File: src/hw/nibble_uart_consts.svh
`ifndef NIBBLE_UART_CONSTS_SVH
`define NIBBLE_UART_CONSTS_SVH

////////////////////////////////////////////////////////////
// frame layout.
////////////////////////////////////////////////////////////

`define NU_NUM_DIGITS   8        // digits per frame.
`define NU_DIGIT_W      4        // bits per digit.
`define NU_FRAME_BYTES  7        // sync x2, payload x4, check.

`define NU_SYNC0        8'h55    // first sync byte.
`define NU_SYNC1        8'hAA    // second sync byte.

////////////////////////////////////////////////////////////
// timing and buffering.
////////////////////////////////////////////////////////////

// short bit time for fast simulation.
`define NU_CLKS_PER_BIT 4

// cycles between ticks; must exceed 7 * 10 * NU_CLKS_PER_BIT.
`define NU_FRAME_PERIOD 400

`define NU_FIFO_DEPTH   8        // power of two.

`endif

File: src/hw/nibble_uart_pkg.sv
package nibble_uart_pkg;

    `include "nibble_uart_consts.svh"

    ////////////////////////////////////////////////////////////
    // frame byte, seen as raw data or as two digits.
    ////////////////////////////////////////////////////////////

    // high digit sits in the upper nibble.
    typedef struct packed {
        logic [`NU_DIGIT_W-1:0] hi;  // odd digit of the pair.
        logic [`NU_DIGIT_W-1:0] lo;  // even digit of the pair.
    } digit_pair_t;

    // sync and check bytes use raw.
    // payload bytes use pair.
    typedef union packed {
        logic [2*`NU_DIGIT_W-1:0] raw;
        digit_pair_t              pair;
    } frame_byte_u;

endpackage

File: src/hw/frame_builder.sv
`timescale 1ns/1ps

`include "nibble_uart_consts.svh"

module frame_builder (
    input  logic                                  clk,
    input  logic                                  rst_n,
    input  logic                                  en,
    input  logic [`NU_NUM_DIGITS*`NU_DIGIT_W-1:0] digits,
    input  logic                                  full,
    output logic                                  push,
    output nibble_uart_pkg::frame_byte_u          push_byte
);

    import nibble_uart_pkg::*;

    localparam int CNT_W = $clog2(`NU_FRAME_PERIOD);
    localparam int IDX_W = $clog2(`NU_FRAME_BYTES);
    localparam logic [IDX_W-1:0] IDX_CHECK = IDX_W'(`NU_FRAME_BYTES - 1);

    logic [CNT_W-1:0]                        period_cnt;
    logic                                    tick;
    logic                                    start;
    logic                                    accept;
    logic                                    active;   // frame in progress.
    logic [IDX_W-1:0]                        byte_idx;
    logic [`NU_NUM_DIGITS*`NU_DIGIT_W-1:0]   digits_q; // snapshot at tick.
    frame_byte_u                             check_q;  // running xor.
    logic                                    is_payload;

    // pick digit k out of the snapshot.
    function automatic logic [`NU_DIGIT_W-1:0] digit_at(input int k);
        return digits_q[k*`NU_DIGIT_W +: `NU_DIGIT_W];
    endfunction

    ////////////////////////////////////////////////////////////
    // period tick and frame start.
    ////////////////////////////////////////////////////////////

    assign tick   = (period_cnt == CNT_W'(`NU_FRAME_PERIOD - 1));
    assign start  = tick && en && !active;   // late ticks dropped.
    assign push   = active;
    assign accept = push && !full;

    // bytes 2..5 carry digits.
    assign is_payload = (byte_idx > IDX_W'(1)) && (byte_idx < IDX_CHECK);

    always_ff @(posedge clk or negedge rst_n) begin
        if (!rst_n) begin
            period_cnt <= '0;
            active     <= 1'b0;
            byte_idx   <= '0;
            check_q    <= '0;
        end else begin
            period_cnt <= tick ? '0 : period_cnt + 1'b1; // free running.
            if (start) begin
                active   <= 1'b1;
                byte_idx <= '0;
                check_q  <= '0;
            end else if (accept) begin
                if (is_payload)
                    check_q.raw <= check_q.raw ^ push_byte.raw;
                if (byte_idx == IDX_CHECK)
                    active <= 1'b0;          // check byte taken.
                else
                    byte_idx <= byte_idx + 1'b1;
            end
        end
    end

    // digits held for the whole frame.
    always_ff @(posedge clk) begin
        if (start)
            digits_q <= digits;
    end

    ////////////////////////////////////////////////////////////
    // byte select.
    ////////////////////////////////////////////////////////////

    always_comb begin
        push_byte.raw = '0;
        case (byte_idx)
            IDX_W'(0): push_byte.raw = `NU_SYNC0;
            IDX_W'(1): push_byte.raw = `NU_SYNC1;
            IDX_W'(2): begin
                push_byte.pair.hi = digit_at(7);
                push_byte.pair.lo = digit_at(6);
            end
            IDX_W'(3): begin
                push_byte.pair.hi = digit_at(5);
                push_byte.pair.lo = digit_at(4);
            end
            IDX_W'(4): begin
                push_byte.pair.hi = digit_at(3);
                push_byte.pair.lo = digit_at(2);
            end
            IDX_W'(5): begin
                push_byte.pair.hi = digit_at(1);
                push_byte.pair.lo = digit_at(0);
            end
            IDX_CHECK: push_byte.raw = check_q.raw;  // xor of payload.
            default:   push_byte.raw = '0;
        endcase
    end

endmodule

File: src/hw/nibble_uart_top.sv
`timescale 1ns/1ps

`include "nibble_uart_consts.svh"

module nibble_uart_top (
    input  logic                                  clk,
    input  logic                                  rst_n,
    input  logic                                  en,
    input  logic [`NU_NUM_DIGITS*`NU_DIGIT_W-1:0] digits,
    output logic                                  tx_pin,
    output logic                                  tx_busy
);

    import nibble_uart_pkg::*;

    ////////////////////////////////////////////////////////////
    // builder -> fifo -> uart.
    ////////////////////////////////////////////////////////////

    logic        push;       // builder strobe.
    frame_byte_u push_byte;
    logic        full;
    logic        pop;        // uart strobe.
    frame_byte_u pop_byte;   // fifo head.
    logic        empty;

    // tick, capture, byte sequence.
    frame_builder i_builder (
        .clk       (clk),
        .rst_n     (rst_n),
        .en        (en),
        .digits    (digits),
        .full      (full),
        .push      (push),
        .push_byte (push_byte)
    );

    tx_byte_fifo i_fifo (
        .clk       (clk),
        .rst_n     (rst_n),
        .push      (push),
        .push_byte (push_byte),
        .pop       (pop),
        .pop_byte  (pop_byte),
        .full      (full),
        .empty     (empty)
    );

    // 8n1 out.
    uart_tx i_uart (
        .clk      (clk),
        .rst_n    (rst_n),
        .empty    (empty),
        .pop_byte (pop_byte),
        .pop      (pop),
        .tx_pin   (tx_pin),
        .tx_busy  (tx_busy)
    );

endmodule

File: src/hw/tx_byte_fifo.sv
`timescale 1ns/1ps

`include "nibble_uart_consts.svh"

module tx_byte_fifo (
    input  logic                         clk,
    input  logic                         rst_n,
    input  logic                         push,
    input  nibble_uart_pkg::frame_byte_u push_byte,
    input  logic                         pop,
    output nibble_uart_pkg::frame_byte_u pop_byte,
    output logic                         full,
    output logic                         empty
);

    import nibble_uart_pkg::*;

    localparam int PTR_W = $clog2(`NU_FIFO_DEPTH);

    frame_byte_u      mem [`NU_FIFO_DEPTH];
    logic [PTR_W-1:0] wr_ptr;
    logic [PTR_W-1:0] rd_ptr;
    logic [PTR_W:0]   count;   // one extra bit for full.
    logic             do_push;
    logic             do_pop;

    // guard both sides against misuse.
    assign do_push = push && !full;
    assign do_pop  = pop && !empty;

    assign full     = (count == (PTR_W+1)'(`NU_FIFO_DEPTH));
    assign empty    = (count == '0);
    assign pop_byte = mem[rd_ptr];     // show-ahead head.

    ////////////////////////////////////////////////////////////
    // storage.
    ////////////////////////////////////////////////////////////

    always_ff @(posedge clk) begin
        if (do_push)
            mem[wr_ptr] <= push_byte;
    end

    ////////////////////////////////////////////////////////////
    // pointers and occupancy.
    ////////////////////////////////////////////////////////////

    always_ff @(posedge clk or negedge rst_n) begin
        if (!rst_n) begin
            wr_ptr <= '0;
            rd_ptr <= '0;
            count  <= '0;
        end else begin
            if (do_push)
                wr_ptr <= wr_ptr + 1'b1;   // wraps at depth.
            if (do_pop)
                rd_ptr <= rd_ptr + 1'b1;
            case ({do_push, do_pop})
                2'b10:   count <= count + 1'b1;
                2'b01:   count <= count - 1'b1;
                default: count <= count;   // both or neither.
            endcase
        end
    end

endmodule

File: src/hw/uart_tx.sv
`timescale 1ns/1ps

`include "nibble_uart_consts.svh"

module uart_tx (
    input  logic                         clk,
    input  logic                         rst_n,
    input  logic                         empty,
    input  nibble_uart_pkg::frame_byte_u pop_byte,
    output logic                         pop,
    output logic                         tx_pin,
    output logic                         tx_busy
);

    localparam int CNT_W = $clog2(`NU_CLKS_PER_BIT + 1);
    localparam logic [CNT_W-1:0] CNT_LAST = CNT_W'(`NU_CLKS_PER_BIT - 1);
    localparam logic [3:0]       BIT_STOP = 4'd9;  // start, 8 data, stop.

    logic [CNT_W-1:0] bit_cnt;    // cycles into current bit.
    logic [3:0]       bit_idx;    // 0 start .. 9 stop.
    logic [9:0]       shift_q;
    logic             bit_end;
    logic             stop_end;

    assign bit_end  = (bit_cnt == CNT_LAST);
    assign stop_end = tx_busy && bit_end && (bit_idx == BIT_STOP);

    // pull next byte when idle, or at the very end of a stop bit.
    assign pop = !empty && (!tx_busy || stop_end);

    assign tx_pin = shift_q[0];   // lsb first.

    ////////////////////////////////////////////////////////////
    // serializer.
    ////////////////////////////////////////////////////////////

    always_ff @(posedge clk or negedge rst_n) begin
        if (!rst_n) begin
            shift_q <= '1;            // line idles high.
            bit_cnt <= '0;
            bit_idx <= '0;
            tx_busy <= 1'b0;
        end else if (pop) begin
            shift_q <= {1'b1, pop_byte.raw, 1'b0};  // stop, data, start.
            bit_cnt <= '0;
            bit_idx <= '0;
            tx_busy <= 1'b1;
        end else if (tx_busy) begin
            if (bit_end) begin
                bit_cnt <= '0;
                if (bit_idx == BIT_STOP) begin
                    tx_busy <= 1'b0;   // last byte done with fifo dry.
                end else begin
                    bit_idx <= bit_idx + 1'b1;
                    shift_q <= {1'b1, shift_q[9:1]}; // back-fill ones.
                end
            end else begin
                bit_cnt <= bit_cnt + 1'b1;
            end
        end
    end

endmodule

File: config.mk
export PLATFORM = sky130hd
export DESIGN_NAME = nibble_uart_top
export DESIGN_NICKNAME = d
export VERILOG_FILES = /design/src/hw/nibble_uart_pkg.sv /design/src/hw/frame_builder.sv /design/src/hw/nibble_uart_top.sv /design/src/hw/tx_byte_fifo.sv /design/src/hw/uart_tx.sv
export VERILOG_INCLUDE_DIRS = /design/src /design/src/hw
export SDC_FILE = /design/constraint.sdc
export NUM_CORES = 1
export LEC_CHECK = 0
export BUFFER_PORTS_ARGS = -buffer_cell sky130_fd_sc_hd__buf_2
export CORE_AREA = 2 2 105 107
export DETAILED_ROUTE_END_ITERATION = 10
export DIE_AREA = 0 0 107 109
export GPL_TIMING_DRIVEN = 0
export PLACE_DENSITY = 0.83
export RECOVER_POWER = 50
export SKIP_LAST_GASP = 1
export SLEW_MARGIN = 20
export SYNTH_ARGS = -nofsm -noshare
export SYNTH_HDL_FRONTEND = slang
export SYNTH_SLANG_ARGS = --single-unit
File: constraint.sdc
create_clock -name clk -period 2.7 [get_ports clk]
set_input_delay 0.81 -clock clk [delete_from_list [all_inputs] [get_ports clk]]
set_output_delay 0.81 -clock clk [all_outputs]
set_load 0.01 [all_outputs]
After elaboration in Yosys (flattened, before gate mapping). Memories as Yosys holds them, arrays and structs flattened. Cells that the tools add are included.

Bits in registers: 81. Latch bits: 0. Bits in writable memories: 64. Bits in read-only memories: 0. Bits of input ports: 35. Output and inout port bits: 2. Logic and storage cells: 92. Memories kept: 1.

Memory list: i_fifo.mem (depth 8, width 8, read ports 1, clocked after memory_dff 0, write ports 1, line tx_byte_fifo.sv:20) `` frame_byte_u mem [`NU_FIFO_DEPTH]; ``.

Add/subtract/negate cells: 8. Multiply operators: 0. Divide/modulo/power cells: 0. $lt $le $gt $ge: 2. Equality and inequality tests: 14. Shifts and indexed selects: 0. Mux-type cells: 29. Bitwise logic cells: 1. Reductions and logical operators: 25.

Operators by type and width (count): one-hot mux 8 bit (7 select lines) (1); two-way mux 10 bit (4); two-way mux 8 bit (3); two-way mux 3 bit (6); two-way mux 4 bit (4); adder 3 x 1 -> 3 bit (second input constant) (4); nonzero test 2 bit (6); adder 9 x 1 -> 9 bit (second input constant) (1); equality test 3 x 2 -> 1 bit (second input constant) (3); equality test 3 bit (second input constant) (3); equality test 9 bit (second input constant) (1); two-way mux 1 bit (9); two-way mux 9 bit (1); adder 4 x 1 -> 4 bit (second input constant) (2); equality test 4 bit (second input constant) (2); logical AND 1 bit (8); one-hot mux 4 bit (2 select lines) (1); XOR 8 bit (1); AND reduction 2 bit (3); logical NOT 1 bit (4); logical NOT 4 bit (1); subtractor 4 x 1 -> 4 bit (second input constant) (1); equality test 3 x 1 -> 1 bit (second input constant) (1); greater-than comparator 3 x 1 -> 1 bit (second input constant) (1); other kinds (8) (8).

Logic depth before layout (Yosys ltp).
Depth after elaboration: 8. Gate-level depth with buffers: 12. Depth with buffers taken out: 11.

Hierarchy. A second synthesis with hierarchy kept.

Cell total of the unflattened synthesis: 441. Area total of the unflattened synthesis: 6545.0 sq um.

Modules (own cells, without submodules): tx_byte_fifo (times used 1, cells an instance 160, area an instance 3124.2 sq um, sequential area each 2172.1 sq um); frame_builder (times used 1, cells an instance 187, area an instance 2423.6 sq um, sequential area each 1486.4 sq um); uart_tx (times used 1, cells an instance 94, area an instance 997.2 sq um, sequential area each 436.7 sq um).

Worst setup path before layout. Ideal clock, no wire load.

Kind: register to register. Start point: register i_uart.bit_idx[1]. End point: register i_fifo.count[3]. Library setup time: 0.080 ns. Data arrival time: 2.411 ns. Required time: 2.620 ns. Setup slack: 0.209 ns. Cell stages (with the launch flop): 13. Buffers on the path: 1. Period minus slack after synthesis: 2.491 ns. Cell sequence: dfrtp_1 > inv_1 > ha_1 > nand3b_1 > o31a_1 > buf_4 > nor2_4 > ha_1 > ha_1 > a21o_1 > a21oi_1 > mux2i_1 > xnor2_1.

Cells in the longest elaborated chain, start to end: 7. Elaborated cells on any way between the ends: 9. Classes of those cells: eq/ne (3); mux (1); reduce/logical (5).

Ends and longest elaborated chain: start, declared (line uart_tx.sv:20) `logic [3:0] bit_idx;`; start signal, assigned (line uart_tx.sv:54) `bit_idx <= bit_idx + 1'b1;`; equality test 4 bit (*) (line uart_tx.sv:26) `assign stop_end = tx_busy && bit_end && (bit_idx == BIT_STOP);`; logical AND 1 bit (*) (line uart_tx.sv:26); logical OR 1 bit (*) (line uart_tx.sv:29) `assign pop = !empty && (!tx_busy || stop_end);`; logical AND 1 bit (*) (line uart_tx.sv:29); logical AND 1 bit (*) (line tx_byte_fifo.sv:29) `assign do_pop = pop && !empty;`; equality test 2 x 1 -> 1 bit / equality test 2 bit (equally long branches) (line tx_byte_fifo.sv:58) `case ({do_push, do_pop})`; one-hot mux 4 bit (2 select lines) / nonzero test 2 bit (equally long branches); end signal, assigned (line tx_byte_fifo.sv:59) `2'b10: count <= count + 1'b1;`; end signal, assigned (line tx_byte_fifo.sv:60) `2'b01: count <= count - 1'b1;`; end signal, assigned (line tx_byte_fifo.sv:61) `default: count <= count;`; end, declared (line tx_byte_fifo.sv:23) `logic [PTR_W:0] count;`.

Every way passes the cells marked *; elsewhere a longest branch is shown, timed or not. A chain may end at the register's enable or synchronous reset.

Final worst setup path. Ends and elaborated chain as after synthesis.

==> reports/metrics.yaml <==
status:
  status: "finished clean"
pwr:
  p_int_mw: 3.75
  p_switching_uw: 867
  p_leak_nw: 2.75
  power_density_mw_per_mm2: 644
  p_total_mw: 4.62
  peakVddDrop_v: 0.000335
  swShare_pct: 18.8
  pwr-share-comb_pct: 0.8
  pwr-share-seq_pct: 50.7
  p_clk_share_pct: 48.5
grt:
  grt_usage_pct: 20.5
  grt_pass1_vias: 3636
  grt-ovfl-total: 0
  grt_max_degree: 49
  antenna_found_initial: 0
  grt_pass1_wl_um: 17800
synthesis:
  synth_common_cells: "edfxtp_1, dfrtp_1, nand2_1, mux2i_1, nor2_1"
  synth_area_leaders: "edfxtp_1, dfrtp_1, dfstp_2"
  synth_area_mm2: 0.00615
  synth_edf_count: 96
  synth_ff_type: "edfxtp_1"
  netlist.area_leader.share_pct: 46.9
  synth_seq_area_share_pct: 66.6
  yosys.area.top_type: "edfxtp_1"
  synth.avg_cell_area_um2: 15.5
  synthCells: 398
  yosysUniqueCellTypes: 54
  yosysMostFrequentCell: "edfxtp_1"
  synth-seq-cells: 144
  mappedNetlistNets: 448
  ys_warn_count: 0
  synthArstFlopShare_pct: 33.3
clocking:
  htreeDepth: 4
  cts_buffer_depth: 2
  root_buffer: "clkbuf_8"
  cts_tree: "built"
  cts-hold-fix-buffers: 0
  insertion_delay_ns: 0.52
  clk_pin_slew_ns: 0.06
  numCtsBuffers: 17
  cts_sinks: 144
cells_and_area:
  drive_gt1_share_pct: 24.2
  area_growth_pct: 16.6
  insertedDiodeCount: 0
  nets: 509
  layout.cells.non_filler: 612
  num-fill-cells: 688
die:
  die_width_um: 107
  floorplan.initialDensity_pct: 58.0
  fp.dieH_um: 109
  rows: 38
  core_area_mm2: 0.0106
  dieArea_mm2: 0.0117
  ios: 37
detailed_routing:
  drt_pass1_iterations: 5
  first_iter_violations: 234
  drc_errors: 0
  wl_per_cell_um: 17.7
  via_per_inst: 5.77
  ant_nets: 0
  wirelength_um: 10800
  vias: 3531
placed_design:
  io_buffers: 36
  gp_congestion: 0.786
  placedCellCount: 575
  post-dp-hpwl_um: 7100
sta:
  period_minus_slack_ns: 2.59
  max_slew_margin_pct: 16.9
  max_freq_ghz: 0.386
  tightestPinTransition_ns: 1.25
  setup_violations: 0
  slew_viol_final: 0
  rsz0062_at_grt: "yes"
  hold_viol: 0
  finalCritPeriodShare_pct: 96.0
  finClkSkew_ns: 0.00892
worst_setup_path:
  path_cells: "inv_1 > ha_1 > nand3b_1 > o31a_1 > buf_4 > nor2_4 > ha_2 > ha_1 > a21o_1 > a21oi_1 > mux2i_1 > xnor2_1"
  endpoint_kind: "flip-flop"
  crit_slowest_cell: "dfrtp_1"
  worstPathArrival_ns: 3.04
  crit_required_ns: 3.14
  path_max_fanout: 9
  cp_slowest_stage_delay_ns: 0.41
  path_class: "flip-flop to flip-flop"
  critPathLaunchType: "flip-flop"
  critical_path.top_delay_family: "compound AO/OA/AOI/OAI gates"
  crit_buf_inv: 2
  cp_common_cell: "ha_1"
hold_path:
  hold_class: "flip-flop to flip-flop"
run:
  max-cap-violations: 0
-- through the flow --
stage / setup TNS (ns) / instance area [um^2] / utilization (%) / hold WS [ns] / worst slack, ns
floorplan: 0 / 6150 / - / 0.432 / 0.209
global placement: -5.44 / 6510 / 61.4 / 0.448 / -0.168
detailed placement: -0.131 / 6530 / 61.6 / 0.458 / -0.131
CTS: 0 / 7110 / 67.1 / 0.438 / 0.0189
global route: -0.0526 / 7170 / 67.6 / 0.432 / -0.0526
finish: 0 / 7170 / 67.6 / 0.459 / 0.108
-- flip-flops by register name, indices dropped and copies added (netlist names), 4 cells and up --
signal	cells
i_fifo.mem	64
i_builder.digits_q	32
i_builder.period_cnt	9
i_uart.shift_q	9
i_builder.check_q	8
i_fifo.count	4
i_uart.bit_idx	4
-- cells in the final DEF, fill, tap and decap left out, drive strengths merged, types with 3 or more instances in the layout --
master / netlist / routed
nor3: 14 / 14
nor2: 16 / 16
edfxtp: 96 / 96
ha: 14 / 14
xor2: 6 / 6
nand2: 32 / 32
mux4: 16 / 16
a22o: 6 / 6
dfrtp: 39 / 39
mux2i: 19 / 19
nand2b: 8 / 8
o21ai: 8 / 8
a21oi: 9 / 9
a221o: 8 / 8
a22oi: 3 / 3
dfstp: 9 / 9
a222oi: 5 / 5
mux2: 4 / 4
inv: 14 / 15
buf: 11 / 52
a21o: 3 / 3
xnor2: 8 / 8
a21boi: 6 / 6
clkinv: 0 / 4
clkbuf: 4 / 29
nand3: 14 / 14
-- worst paths after layout --
path	endpoint	slack (ns)	startpoint	cells after the start
max in group asynchronous	i_builder.period_cnt[0]$_DFF_PN0_	1.39	rst_n	1
hold / removal	i_builder.period_cnt[0]$_DFF_PN0_	0.46	i_builder.period_cnt[0]$_DFF_PN0_	1
setup / recovery	i_fifo.count[3]$_DFFE_PN0P_	0.11	i_uart.bit_idx[1]$_DFFE_PN0P_	12
min in group asynchronous	i_uart.bit_cnt[0]$_DFFE_PN0P_	0.56	rst_n	1
setup reg to reg	i_fifo.count[3]$_DFFE_PN0P_	0.11	i_uart.bit_idx[1]$_DFFE_PN0P_	12
hold reg to reg	i_builder.period_cnt[0]$_DFF_PN0_	0.46	i_builder.period_cnt[0]$_DFF_PN0_	1
-- area by class of cell --
cell class | count | area (um^2) | area share, %
sequential | 144 | 4100 | 57.1
multi-input combinational | 225 | 1950 | 27.2
clock buffer | 24 | 470 | 6.56
timing repair buffer | 42 | 223 | 3.11
tap | 140 | 175 | 2.44
clock inverter | 8 | 106 | 1.48
buffer | 15 | 101 | 1.41
inverter | 14 | 52.6 | 0.733
-- logic make-up (layout without fill, tap and decap cells) --
logic type / after synthesis / in the layout / synth area share (%)
flops: 144 / 144 / 66.6
simple gates: 102 / 102 / 8.56
compound gates: 55 / 55 / 6.96
mux: 39 / 39 / 10.2
buf+inv: 29 / 103 / 2.50
fa+ha+maj: 15 / 15 / 3.17
xor+xnor: 14 / 14 / 1.99
-- power groups by stage --
stage | clock network (mW) | logic [mW] | registers [mW]
global route | 2.37 | 0.0444 | 2.34
CTS | 2.28 | 0.0390 | 2.34
detailed placement | 0 | 0.0391 | 2.39
floorplan | 0 | 0.000511 | 2.39
global placement | 0 | 0.0366 | 2.39
finish | 2.24 | 0.0376 | 2.34
-- per-layer routing --
layer  track usage, %  part of all wire [%]  vias to the layer above
met4             7.61                   1.2                        0
met5                0                     0                        -
met2             35.5                    52                       89
met1             24.7                    43                     1769
met3             5.80                   3.7                       15
li1                 -                     -                     1658
-- repair_timing --
action	CTS	global route
resized for setup	1	4
endpoints found under the setup margin	1	20
pin swaps	1	3
buffers inserted	1	4
endpoints found under the hold margin	0	0
-- worst register-to-register path, stage by stage (launching register included) --
cell	delay [ns]
dfrtp_1	0.41
inv_1	0.07
ha_1	0.14
nand3b_1	0.14
o31a_1	0.27
buf_4	0.17
nor2_4	0.13
ha_2	0.22
ha_1	0.24
a21o_1	0.19
a21oi_1	0.17
mux2i_1	0.24
xnor2_1	0.14
(Power assumes the default switching activity.)
